$ cat src/common/vu_consts.svh
// Widths, FIFO depths and register map of the vector-lane arithmetic unit
`ifndef VU_CONSTS_SVH
`define VU_CONSTS_SVH

// Operand width in bits
`define VU_DATA_W		16

// Queue depths
`define VU_REQ_DEPTH	4
`define VU_RES_DEPTH	8

// ALU stages, also the credit reserve in the result FIFO
`define VU_PIPE_DEPTH	2

// Word addresses on the Wishbone port
`define VU_ADR_OPA		4'd0
`define VU_ADR_ADD		4'd1
`define VU_ADR_SUB		4'd2
`define VU_ADR_MIN		4'd3
`define VU_ADR_MAX		4'd4
`define VU_ADR_RES		4'd5
`define VU_ADR_STAT		4'd6
`define VU_ADR_CTRL		4'd7

`endif

$ cat src/common/vu_pkg.sv
// Shared types for the vector-lane unit: operations, payloads and Wishbone bundles
`default_nettype none

`include "vu_consts.svh"

package vu_pkg;

	// Lane operation, picked by the write address
	typedef enum logic [1:0]
	{
		OP_ADD = 2'd0,
		OP_SUB = 2'd1,
		OP_MIN = 2'd2,
		OP_MAX = 2'd3
	} vu_op_t;

	// One queued request
	typedef struct packed
	{
		vu_op_t op;
		logic [`VU_DATA_W-1:0] a;
		logic [`VU_DATA_W-1:0] b;
	} vu_req_t;

	// Result word
	// Bit 16 carries the carry or borrow for add and sub
	typedef struct packed
	{
		logic [`VU_DATA_W:0] value;
	} vu_res_t;

	// Host to slave, classic single cycles only
	typedef struct packed
	{
		logic cyc;
		logic stb;
		logic we;
		logic [3:0] adr;
		logic [31:0] dat;
	} wb_req_t;

	// Slave to host
	typedef struct packed
	{
		logic ack;
		logic [31:0] dat;
	} wb_rsp_t;

endpackage

`default_nettype wire

$ cat src/source/sram_1r1w.sv
// Inferred memory with one write port and one registered read port
`timescale 1ns/1ps
`default_nettype none

module sram_1r1w
	#(parameter type T = logic [31:0],
	parameter int NUM_ENTRIES = 4)
	(input logic clk,
	input logic [$clog2(NUM_ENTRIES)-1:0] rd_addr_i,
	output T rd_data_o,
	input logic wr_en_i,
	input logic [$clog2(NUM_ENTRIES)-1:0] wr_addr_i,
	input T wr_data_i);

	// Storage array, contents undefined until written
	T mem [NUM_ENTRIES];

	// Write port
	always_ff @(posedge clk)
	begin
		if (wr_en_i)
			mem[wr_addr_i] <= wr_data_i;
	end

	// Read port
	// A write to the address being read is forwarded, so a word pushed
	// into an empty FIFO shows up on the next cycle
	always_ff @(posedge clk)
	begin
		if (wr_en_i && wr_addr_i == rd_addr_i)
			rd_data_o <= wr_data_i;
		else
			rd_data_o <= mem[rd_addr_i];
	end

endmodule

`default_nettype wire

$ cat src/fifo/sync_fifo.sv
// Synchronous circular FIFO on a 1R1W memory with flush, full, almost-full and empty
`timescale 1ns/1ps
`default_nettype none

module sync_fifo
	#(parameter type T = logic [31:0],
	parameter int NUM_ENTRIES = 4,
	parameter int ALMOST_FULL_THRESHOLD = 1)
	(input logic clk,
	input logic reset,
	input logic flush_i,
	input logic enqueue_i,
	input logic dequeue_i,
	input T value_i,
	output T value_o,
	output logic full_o,
	output logic almost_full_o,
	output logic empty_o);

	localparam int ADDR_W = $clog2(NUM_ENTRIES);

	// Pointer wrap point and flag levels
	localparam logic [ADDR_W-1:0] LAST_IDX = ADDR_W'(NUM_ENTRIES - 1);
	localparam logic [ADDR_W:0] FULL_COUNT = (ADDR_W + 1)'(NUM_ENTRIES);
	localparam logic [ADDR_W:0] AF_COUNT = (ADDR_W + 1)'(NUM_ENTRIES - ALMOST_FULL_THRESHOLD);

	logic [ADDR_W-1:0] head_ff;
	logic [ADDR_W-1:0] head_nxt;
	logic [ADDR_W-1:0] tail_ff;
	logic [ADDR_W-1:0] tail_nxt;
	logic [ADDR_W:0] count_ff;
	logic [ADDR_W:0] count_nxt;

	// Read address is the next head
	// so value_o already holds the new head entry after a pop
	sram_1r1w #(
		.T(T),
		.NUM_ENTRIES(NUM_ENTRIES)
	) fifo_data (
		.clk(clk),
		.rd_addr_i(head_nxt),
		.rd_data_o(value_o),
		.wr_en_i(enqueue_i),
		.wr_addr_i(tail_ff),
		.wr_data_i(value_i));

	// Next pointers and occupancy
	always_comb
	begin
		head_nxt = head_ff;
		tail_nxt = tail_ff;
		count_nxt = count_ff;

		if (flush_i)
		begin
			// Drop everything, a push in the same cycle is lost too
			head_nxt = '0;
			tail_nxt = '0;
			count_nxt = '0;
		end
		else
		begin
			if (enqueue_i)
			begin
				if (tail_ff == LAST_IDX)
					tail_nxt = '0;
				else
					tail_nxt = tail_ff + 1'b1;
			end

			if (dequeue_i)
			begin
				if (head_ff == LAST_IDX)
					head_nxt = '0;
				else
					head_nxt = head_ff + 1'b1;
			end

			// Simultaneous push and pop leaves the count alone
			if (enqueue_i && !dequeue_i)
				count_nxt = count_ff + 1'b1;
			else if (dequeue_i && !enqueue_i)
				count_nxt = count_ff - 1'b1;
		end
	end

	// State and flags, all registered from the next count
	always_ff @(posedge clk, posedge reset)
	begin
		if (reset)
		begin
			head_ff <= '0;
			tail_ff <= '0;
			count_ff <= '0;
			full_o <= 1'b0;
			almost_full_o <= 1'b0;
			empty_o <= 1'b1;
		end
		else
		begin
			head_ff <= head_nxt;
			tail_ff <= tail_nxt;
			count_ff <= count_nxt;
			full_o <= count_nxt == FULL_COUNT;
			// Reserve of ALMOST_FULL_THRESHOLD slots left
			almost_full_o <= count_nxt >= AF_COUNT;
			empty_o <= count_nxt == '0;
		end
	end

endmodule

`default_nettype wire

$ cat src/source/wb_slave_port.sv
// Wishbone classic slave: operand A register, request push, result pop and status
`timescale 1ns/1ps
`default_nettype none

`include "vu_consts.svh"

module wb_slave_port
	import vu_pkg::*;
	(input logic clk,
	input logic reset,
	input wb_req_t wb_i,
	output wb_rsp_t wb_o,
	input logic req_full_i,
	input logic req_empty_i,
	input logic res_full_i,
	input logic res_empty_i,
	output logic req_enqueue_o,
	output vu_req_t req_o,
	output logic res_dequeue_o,
	input vu_res_t res_i,
	output logic flush_o);

	logic access;
	logic is_op_adr;
	logic accept;
	logic accept_wr;
	logic accept_rd;
	vu_op_t op_d;
	logic [31:0] rd_data;
	logic ack_q;
	logic enq_q;
	logic deq_q;
	logic flush_q;
	logic [`VU_DATA_W-1:0] opa_q;
	vu_req_t req_q;
	logic [31:0] dat_q;

	// New access pending, the ack of the previous one has gone
	assign access = wb_i.cyc && wb_i.stb && !ack_q;

	// Operation from the write address
	always_comb
	begin
		is_op_adr = 1'b1;
		op_d = OP_ADD;
		case (wb_i.adr)
			`VU_ADR_ADD: op_d = OP_ADD;
			`VU_ADR_SUB: op_d = OP_SUB;
			`VU_ADR_MIN: op_d = OP_MIN;
			`VU_ADR_MAX: op_d = OP_MAX;
			default: is_op_adr = 1'b0;
		endcase
	end

	// Op writes wait while the request FIFO is full
	assign accept = access && !(wb_i.we && is_op_adr && req_full_i);
	assign accept_wr = accept && wb_i.we;
	assign accept_rd = accept && !wb_i.we;

	// Read mux
	always_comb
	begin
		rd_data = '0;
		case (wb_i.adr)
			`VU_ADR_RES:
			begin
				// Empty FIFO reads back as zero with the valid flag clear
				if (!res_empty_i)
				begin
					rd_data[31] = 1'b1;
					rd_data[`VU_DATA_W:0] = res_i.value;
				end
			end
			`VU_ADR_STAT: rd_data[3:0] = {res_full_i, res_empty_i, req_full_i, req_empty_i};
			default: rd_data = '0;
		endcase
	end

	// Ack and the strobes that share its cycle
	always_ff @(posedge clk, posedge reset)
	begin
		if (reset)
		begin
			ack_q <= 1'b0;
			enq_q <= 1'b0;
			deq_q <= 1'b0;
			flush_q <= 1'b0;
			opa_q <= '0;
		end
		else
		begin
			ack_q <= accept;
			enq_q <= accept_wr && is_op_adr;
			// Pop only what was actually returned
			deq_q <= accept_rd && wb_i.adr == `VU_ADR_RES && !res_empty_i;
			flush_q <= accept_wr && wb_i.adr == `VU_ADR_CTRL && wb_i.dat[0];
			if (accept_wr && wb_i.adr == `VU_ADR_OPA)
				opa_q <= wb_i.dat[`VU_DATA_W-1:0];
		end
	end

	// Request payload and read data
	always_ff @(posedge clk)
	begin
		if (accept_wr && is_op_adr)
		begin
			req_q.op <= op_d;
			req_q.a <= opa_q;
			req_q.b <= wb_i.dat[`VU_DATA_W-1:0];
		end
		if (accept_rd)
			dat_q <= rd_data;
	end

	assign req_enqueue_o = enq_q;
	assign req_o = req_q;
	assign res_dequeue_o = deq_q;
	assign flush_o = flush_q;

	always_comb
	begin
		wb_o.ack = ack_q;
		wb_o.dat = dat_q;
	end

endmodule

`default_nettype wire

$ cat src/source/alu_pipe.sv
// Two-stage lane ALU with credit-based issue from the request FIFO
`timescale 1ns/1ps
`default_nettype none

`include "vu_consts.svh"

module alu_pipe
	import vu_pkg::*;
	(input logic clk,
	input logic reset,
	input logic flush_i,
	input logic req_empty_i,
	input vu_req_t req_i,
	output logic req_dequeue_o,
	input logic res_almost_full_i,
	output logic res_valid_o,
	output vu_res_t res_o);

	// Stage 1 contents
	typedef struct packed
	{
		vu_op_t op;
		logic [`VU_DATA_W-1:0] a;
		logic [`VU_DATA_W-1:0] b;
		logic [`VU_DATA_W:0] diff;
		logic a_lt_b;
	} stage1_t;

	logic issue;
	stage1_t s1_d;
	stage1_t s1_q;
	logic s1_valid;
	logic [`VU_DATA_W:0] sum;
	logic [`VU_DATA_W:0] s2_value_d;
	vu_res_t s2_q;
	logic s2_valid;

	// Issue only with a free result slot for every item in flight
	assign issue = !req_empty_i && !res_almost_full_i && !flush_i;
	assign req_dequeue_o = issue;

	// Stage 1 compute, compare and difference from the FIFO head
	always_comb
	begin
		s1_d.op = req_i.op;
		s1_d.a = req_i.a;
		s1_d.b = req_i.b;
		// Borrow lands in the top bit
		s1_d.diff = {1'b0, req_i.a} - {1'b0, req_i.b};
		s1_d.a_lt_b = req_i.a < req_i.b;
	end

	// Stage 2 select
	assign sum = {1'b0, s1_q.a} + {1'b0, s1_q.b};

	always_comb
	begin
		case (s1_q.op)
			OP_ADD: s2_value_d = sum;
			OP_SUB: s2_value_d = s1_q.diff;
			OP_MIN: s2_value_d = {1'b0, s1_q.a_lt_b ? s1_q.a : s1_q.b};
			default: s2_value_d = {1'b0, s1_q.a_lt_b ? s1_q.b : s1_q.a};
		endcase
	end

	// Valid bits, cleared by flush
	always_ff @(posedge clk, posedge reset)
	begin
		if (reset)
		begin
			s1_valid <= 1'b0;
			s2_valid <= 1'b0;
		end
		else if (flush_i)
		begin
			s1_valid <= 1'b0;
			s2_valid <= 1'b0;
		end
		else
		begin
			s1_valid <= issue;
			s2_valid <= s1_valid;
		end
	end

	// Data registers
	always_ff @(posedge clk)
	begin
		if (issue)
			s1_q <= s1_d;
		if (s1_valid)
			s2_q.value <= s2_value_d;
	end

	assign res_valid_o = s2_valid;
	assign res_o = s2_q;

endmodule

`default_nettype wire

$ cat src/source/vu_top.sv
// Vector-lane unit top: Wishbone port, request and result FIFOs, ALU pipeline
`timescale 1ns/1ps
`default_nettype none

`include "vu_consts.svh"

module vu_top
	import vu_pkg::*;
	(input logic clk,
	input logic reset,
	input wb_req_t wb_i,
	output wb_rsp_t wb_o);

	logic flush;

	// Request side
	logic req_enqueue;
	logic req_dequeue;
	logic req_full;
	logic req_empty;
	vu_req_t req_in;
	vu_req_t req_out;

	// Result side
	logic res_enqueue;
	logic res_dequeue;
	logic res_full;
	logic res_almost_full;
	logic res_empty;
	vu_res_t res_in;
	vu_res_t res_out;

	wb_slave_port port (
		.clk(clk),
		.reset(reset),
		.wb_i(wb_i),
		.wb_o(wb_o),
		.req_full_i(req_full),
		.req_empty_i(req_empty),
		.res_full_i(res_full),
		.res_empty_i(res_empty),
		.req_enqueue_o(req_enqueue),
		.req_o(req_in),
		.res_dequeue_o(res_dequeue),
		.res_i(res_out),
		.flush_o(flush));

	// Request queue, only full and empty are used
	sync_fifo #(
		.T(vu_req_t),
		.NUM_ENTRIES(`VU_REQ_DEPTH)
	) req_fifo (
		.clk(clk),
		.reset(reset),
		.flush_i(flush),
		.enqueue_i(req_enqueue),
		.dequeue_i(req_dequeue),
		.value_i(req_in),
		.value_o(req_out),
		.full_o(req_full),
		.almost_full_o(),
		.empty_o(req_empty));

	alu_pipe alu (
		.clk(clk),
		.reset(reset),
		.flush_i(flush),
		.req_empty_i(req_empty),
		.req_i(req_out),
		.req_dequeue_o(req_dequeue),
		.res_almost_full_i(res_almost_full),
		.res_valid_o(res_enqueue),
		.res_o(res_in));

	// Result queue, almost-full reserves one slot per ALU stage
	sync_fifo #(
		.T(vu_res_t),
		.NUM_ENTRIES(`VU_RES_DEPTH),
		.ALMOST_FULL_THRESHOLD(`VU_PIPE_DEPTH)
	) res_fifo (
		.clk(clk),
		.reset(reset),
		.flush_i(flush),
		.enqueue_i(res_enqueue),
		.dequeue_i(res_dequeue),
		.value_i(res_in),
		.value_o(res_out),
		.full_o(res_full),
		.almost_full_o(res_almost_full),
		.empty_o(res_empty));

endmodule

`default_nettype wire

$ cat config.mk
export PLATFORM = sky130hd
export DESIGN_NAME = vu_top
export DESIGN_NICKNAME = d
export VERILOG_FILES = /design/src/common/vu_pkg.sv /design/src/source/sram_1r1w.sv /design/src/fifo/sync_fifo.sv /design/src/source/wb_slave_port.sv /design/src/source/alu_pipe.sv /design/src/source/vu_top.sv
export VERILOG_INCLUDE_DIRS = /design/src /design/src/common
export SDC_FILE = /design/constraint.sdc
export NUM_CORES = 1
export LEC_CHECK = 0
export ABC_CLOCK_PERIOD_IN_PS = 4700
export BUFFER_PORTS_ARGS = -buffer_cell sky130_fd_sc_hd__buf_2
export CORE_ASPECT_RATIO = 0.9
export CORE_UTILIZATION = 40
export CTS_CLUSTER_DIAMETER = 120
export DETAILED_ROUTE_END_ITERATION = 7
export SLEW_MARGIN = 40
export SYNTH_ARGS = -nofsm -noshare
export SYNTH_HDL_FRONTEND = slang
export SYNTH_SLANG_ARGS = --single-unit
$ cat constraint.sdc
create_clock -name clk -period 4.7 [get_ports clk]
set_input_delay 0.94 -clock clk [delete_from_list [all_inputs] [get_ports clk]]
set_output_delay 0.94 -clock clk [all_outputs]
set_load 0.01 [all_outputs]
**Yosys cells after proc, flatten, opt, wreduce, memory -nomap -nowiden**

Memory sizes are Yosys's and may differ from the RTL's. A register that Yosys moved wholly into a read port is not among the register bits.
Cells that the tools add are included.

- Equality and inequality tests: 15
- Reductions and logical operators: 38
- Magnitude comparators: 2
- Mux-type cells: 32
- Add/sub/neg operators: 10
- Bitwise logic cells: 1

Operator list:

| cell | number |
|---|---|
| 17-bit case mux with 3 select lines | 1 |
| 16-bit 2-to-1 mux | 2 |
| 3-bit 2-to-1 mux | 9 |
| 1-bit logical AND | 19 |
| 16-bit by 16-bit adder with 17-bit output | 1 |
| 16-bit by 16-bit subtractor with 17-bit output | 1 |
| 4-bit by 3-bit equality test with 1-bit output (second input constant) | 4 |
| 16-bit < comparator | 1 |
| 4-bit 2-to-1 mux | 4 |
| 2-bit 2-to-1 mux | 6 |
| 1-bit logical NOT | 11 |
| 3-bit by 1-bit adder with 3-bit output (second input constant) | 3 |
| 3-bit equality test (second input constant) | 3 |
| 4-bit by 2-bit equality test with 1-bit output (second input constant) | 2 |
| 4-bit logical NOT | 2 |
| 1-bit 2-to-1 mux | 8 |
| 4-bit case mux with 2 select lines | 1 |
| 2-bit equality test (second input constant) | 3 |
| 2-bit case mux with 3 select lines | 1 |
| 2-bit by 1-bit adder with 2-bit output (second input constant) | 2 |
| 4-bit by 1-bit adder with 4-bit output (second input constant) | 1 |
| 4-bit by 1-bit equality test with 1-bit output (second input constant) | 1 |
| 4-bit equality test (second input constant) | 1 |
| 4-bit by 3-bit >= comparator with 1-bit output (second input constant) | 1 |
| other kinds (9) | 10 |

- Memories: 2
- Bits in writable memories: 272
- Flip-flop bits (word level): 165
- Bits of input ports: 41
- Logic and storage cells: 130
- Output and inout port bits: 33

Memories:

| memory | words | bits a word | read ports | clocked after memory_dff | wr ports | line | source |
|---|---|---|---|---|---|---|---|
| req_fifo.fifo_data.mem | 4 | 34 | 1 | 1 | 1 | sram_1r1w.sv:16 | `T mem [NUM_ENTRIES];` |
| res_fifo.fifo_data.mem | 8 | 17 | 1 | 1 | 1 | sram_1r1w.sv:16 |  |

**Depth between registers and ports, before layout**

- Depth in word-level cells: 10
- Mapped depth: 12
- Depth with buffers taken out: 11

**Modules after synthesis**

From an unflattened synthesis, not the netlist that was laid out.

- Cell total of the unflattened synthesis: 1044
- Area total of the unflattened synthesis: 18505.2 um^2

Modules (own cells, without submodules):

| module | area an instance (um^2) | seq. area each (um^2) | cells an instance | instances |
|---|---|---|---|---|
| sram_1r1w (res_fifo.fifo_data) | 5318.9 | 4144.0 | 213 | 1 |
| sram_1r1w (req_fifo.fifo_data) | 5026.1 | 4124.0 | 184 | 1 |
| alu_pipe | 4146.5 | 2122.0 | 370 | 1 |
| wb_slave_port | 2712.6 | 2062.0 | 150 | 1 |
| sync_fifo (res_fifo) | 740.7 | 326.6 | 71 | 1 |
| sync_fifo (req_fifo) | 560.5 | 251.5 | 56 | 1 |

**Worst setup path before layout**

Ideal clock, no wire load.

- Path type: input to register
- Start: in wb_i[33] (netlist bit)
- End: reg port.req_q, in the netlist port.req_o[0], enable pin
- Required time: 4.230 ns
- Stages on the path: 6
- Arrival time: 4.050 ns
- Buffers on the path: 1
- Setup slack: 0.180 ns
- Setup time: 0.470 ns
- Cell sequence: clkbuf_1 > nor2_1 > xor2_1 > nor2_1 > a21o_1 > nor3_1

- Longest elaborated chain between the ends: 9
- Elaborated cells on any way between the ends: 12
- Classes of those cells: eq/ne (4); mux (1); reduce/logical (7)

Ends and longest elaborated chain:

| what | line | source |
|---|---|---|
| start, declared | vu_top.sv:11 | `input wb_req_t wb_i,` |
| 4-bit by 1-bit equality test with 1-bit output (tied with other cells) | wb_slave_port.sv:46 | `case (wb_i.adr)` |
| 4-bit OR reduction (no source line) * | - |  |
| 1-bit 2-to-1 mux * | wb_slave_port.sv:46 |  |
| 1-bit logical AND (2 in series) | wb_slave_port.sv:56 | `assign accept = access && !(wb_i.we && is_op_adr && req_full_i);` |
| 1-bit logical NOT | wb_slave_port.sv:56 |  |
| 1-bit logical AND | wb_slave_port.sv:56 |  |
| 1-bit logical AND | wb_slave_port.sv:57 | `assign accept_wr = accept && wb_i.we;` |
| 1-bit logical AND * | wb_slave_port.sv:105 | `if (accept_wr && is_op_adr)` |
| end, declared | wb_slave_port.sv:35 | `vu_req_t req_q;` |

Every way passes the cells marked *; elsewhere a longest branch is shown, timed or not.
A chain may end at the register's enable or synchronous reset.

==> run_results.csv <==
group,metric,value,unit
placed_design,io_buffers,43,
finish,syn_to_final_growth,13.7,%
clock_network,holdBufCountCts,0,
route,wire_per_inst,17.8,µm
finish,insertedDiodeCount,0,
clock_network,clock_latency,550,ps
logic_synthesis,synth_top_family_by_area,"multiplexers",
route,drc,0,
placed_design,hpwl,20600,µm
finish,layout_commonest_cell,"edfxtp_1",
placed_design,dp.cells,1691,
clock_network,cts_tree,"done",
sta,finalHoldViolCount,0,
global_route,antenna_found_initial,0,
finish,drive_gt1_share,20.4,%
sta,worstMarginPinSlew,662,ps
route,routed_wl,31600,µm
logic_synthesis,ys_seq_elements,442,
finish,fin_nets,1226,
clock_network,root_buffer,"clkbuf_16",
placed_design,gp_congestion,0.798,
worst_hold_path,hold_class,"flip-flop to flip-flop",
global_route,grtUsageTotal,14.3,%
sta,final-max-slew-violation-count,0,
finish,final_cell_mix,"edfxtp_1 (393), nor2_1 (71), mux4_2 (68), nand2_1 (47), clkbuf_16 (47)",
pwr,p_leak,7.22,nW
clock_network,clk_pin_slew,60,ps
global_route,grt_pass1_wl,50900,µm
logic_synthesis,yosys.area_share.simple,4.98,%
sta,max_freq,278,MHz
die,die_y,204,µm
critical_path,reg2regPathDepth,10,
logic_synthesis,yosysUniqueCellTypes,65,
sta,fin_tns_setup,0,ps
die,fp.dieW,226,µm
clock_network,cts_setup_buffers,0,
sta,relSlewSlack,55.9,%
critical_path,end_kind,"flip-flop",
critical_path,cp-start-kind,"flip-flop",
critical_path,path_class,"flip-flop to flip-flop",
route,drtPass1Iterations,5,
clock_network,cts-htree-levels,2,
clock_network,clockBufferDepth,3,
pwr,vdd_drop_max,298,µV
sta,rsz0062_at_grt,"false",
global_route,grt_pass1_vias,9308,
logic_synthesis,synth.yosys.seq_area_share,71.8,%
logic_synthesis,synth_xor_area_share,1.31,%
critical_path,critPathMaxFanout,18,
global_route,grt_overflow_total,0,
die,dieArea,46100,µm²
clock_network,cts.sinks,442,
route,dr_total_vias,8968,
sta,fin_crit_sh,76.6,%
run,drv_cap,0,
sta,skew,13.0,ps
route,ant_nets,0,
global_route,grt_max_degree,53,
die,start_util,40.8,%
logic_synthesis,synth-edff-count,393,
clock_network,cts_resized,0,
worst_hold_path,holdPathStages,0,
logic_synthesis,synthCells,1064,
critical_path,r2r_slack,1100,ps
route,viasPerCell,5.06,
logic_synthesis,synth.avg_cell_area,17.0,µm²
status,status,"finished clean",
die,core_area,44400,µm²
pwr,p_per_area,657,nW/µm²
die,floorplan.rows,73,
logic_synthesis,synth_compound_area_share,5.45,%
logic_synthesis,synthFlopType,"edfxtp_1",
clock_network,cts_buffers,45,
sta,fin_crit,3600,ps
sta,setup_violations,0,
logic_synthesis,netlist_area,18100,µm²
logic_synthesis,yosysWarnings,0,
route,drt-initial-drc-count,507,
finish,final_cells,1772,
worst_hold_path,hold_path.startpoint,"port.opa_q[0]",
finish,fillers,3829,
critical_path,r2r_end,"alu.s1_q[17]",
logic_synthesis,yosys.area_share.adder,3.33,%
logic_synthesis,synth.area.mux_share,10.8,%
logic_synthesis,ys_async_sr_fraction,9.95,%
critical_path,cp.arrival,4000,ps
die,ios,74,
critical_path,worst_ep_required_time,5100,ps
worst_hold_path,hold_end,"port.req_o[16]",
-- stage by stage --
| stage | instance area (µm²) | setup WS [ps] | total power, mW | hold slack [ps] | util (%) |
|---|---|---|---|---|---|
| 2_1_floorplan | 18200 | 180 | 9.02 | 419 | - |
| 3_3_place_gp | 19100 | 1040 | 10.0 | 426 | 42.9 |
| 3_5_place_dp | 19100 | 1000 | 10.1 | 431 | 43.1 |
| 4_1_cts | 20600 | 1020 | 13.6 | 444 | 46.4 |
| 5_1_grt | 20600 | 758 | 14.4 | 445 | 46.4 |
| 6_report | 20600 | 1100 | 13.5 | 441 | 46.4 |
-- sequential cells by signal, indices dropped and copies added, names as in the netlist, 2 cells and up, named ones only --
name                    flops
req_fifo.fifo_data.mem    136
res_fifo.fifo_data.mem    136
alu.s1_q                   52
port.req_o                 34
port.dat_q                 18
alu.res_o                  17
port.opa_q                 16
res_fifo.count_ff           4
req_fifo.count_ff           3
res_fifo.head_ff            3
res_fifo.tail_ff            3
req_fifo.head_ff            2
req_fifo.tail_ff            2
-- logic make-up (layout without fill, tap and decap cells) --
kind of cell	Yosys count	after routing
buffers and inverters	92	187
DFF	442	442
AOI/OAI and AO/OA	151	151
other	1	14
adders and majority gates	47	47
and+or+nand+nor	195	195
muxes	109	109
xor gates and xnor gates	27	27
-- layer usage --
layer | track usage [%] | up-vias | part of all wire, % | wire [µm]
li1 | - | 4270 | - | -
met1 | 20.0 | 4505 | 47 | 15000
met2 | 23.0 | 149 | 47 | 14900
met3 | 2.36 | 44 | 3.4 | 1080
met4 | 4.27 | 0 | 2.0 | 635
met5 | 0 | - | 0 | 0
-- where the power goes --
group | total, mW | internal [mW] | switching [mW]
sequential | 5.98 | 5.42 | 0.554
combinational | 4.07 | 1.78 | 2.29
clock | 3.47 | 2.07 | 1.40
-- critical path, cell delays in order, from the launching register on --
cell and delay [ps]:
dfxtp_2 730, buf_4 280, mux4_2 540, ha_1 370, a21o_1 200, a21o_1 170, a21o_1 210, a2111oi_0 400
a2bb2oi_1 190, a21o_1 230, a21oi_1 130
-- Yosys cell counts (all sizes together) (3+ instances only) --
cell	instances	area, µm²
a211o	4	35.0
a211oi	5	42.5
a21boi	3	22.5
a21o	20	150
a21oi	38	190
a221oi	5	43.8
a22oi	4	30.0
a31oi	7	43.8
and2	5	31.3
buf	29	179
clkbuf	27	101
dfrtp	42	1050
dfxtp	5	100
edfxtp	393	11800
ha	45	563
inv	36	135
mux2	17	191
mux2i	24	240
mux4	68	1530
nand2	47	176
nand2b	8	50.1
nand3	11	55.1
nand3b	4	30.0
nand4	5	31.3
nor2	73	274
nor2b	6	37.5
nor3	21	105
o21a	9	67.6
o21ai	33	165
o22ai	3	18.8
or2	3	18.8
xnor2	14	123
xor2	13	114
-- cell type report --
type / count / area (µm²) / share of cell area, %
Clock buffer: 64 / 1290 / 6.27
Sequential cell: 442 / 13000 / 63.2
Inverter: 36 / 138 / 0.668
Multi-Input combinational cell: 543 / 4800 / 23.3
Tap cell: 600 / 751 / 3.65
Timing Repair Buffer: 70 / 444 / 2.16
Clock inverter: 17 / 160 / 0.778
-- worst max-delay path by stage --
| stage | end | startpoint |
|---|---|---|
| after floorplan | port.req_o[0] | wb_i[33] |
| after global placement | alu.s1_q[16] | flip-flop |
| after detailed placement | alu.s1_q[16] | flip-flop |
| after CTS | alu.s1_q[16] | flip-flop |
| after global routing | alu.s1_q[16] | flip-flop |
| final | alu.s1_q[17] | flip-flop |
No activity file was read; power rests on OpenSTA's default activity.
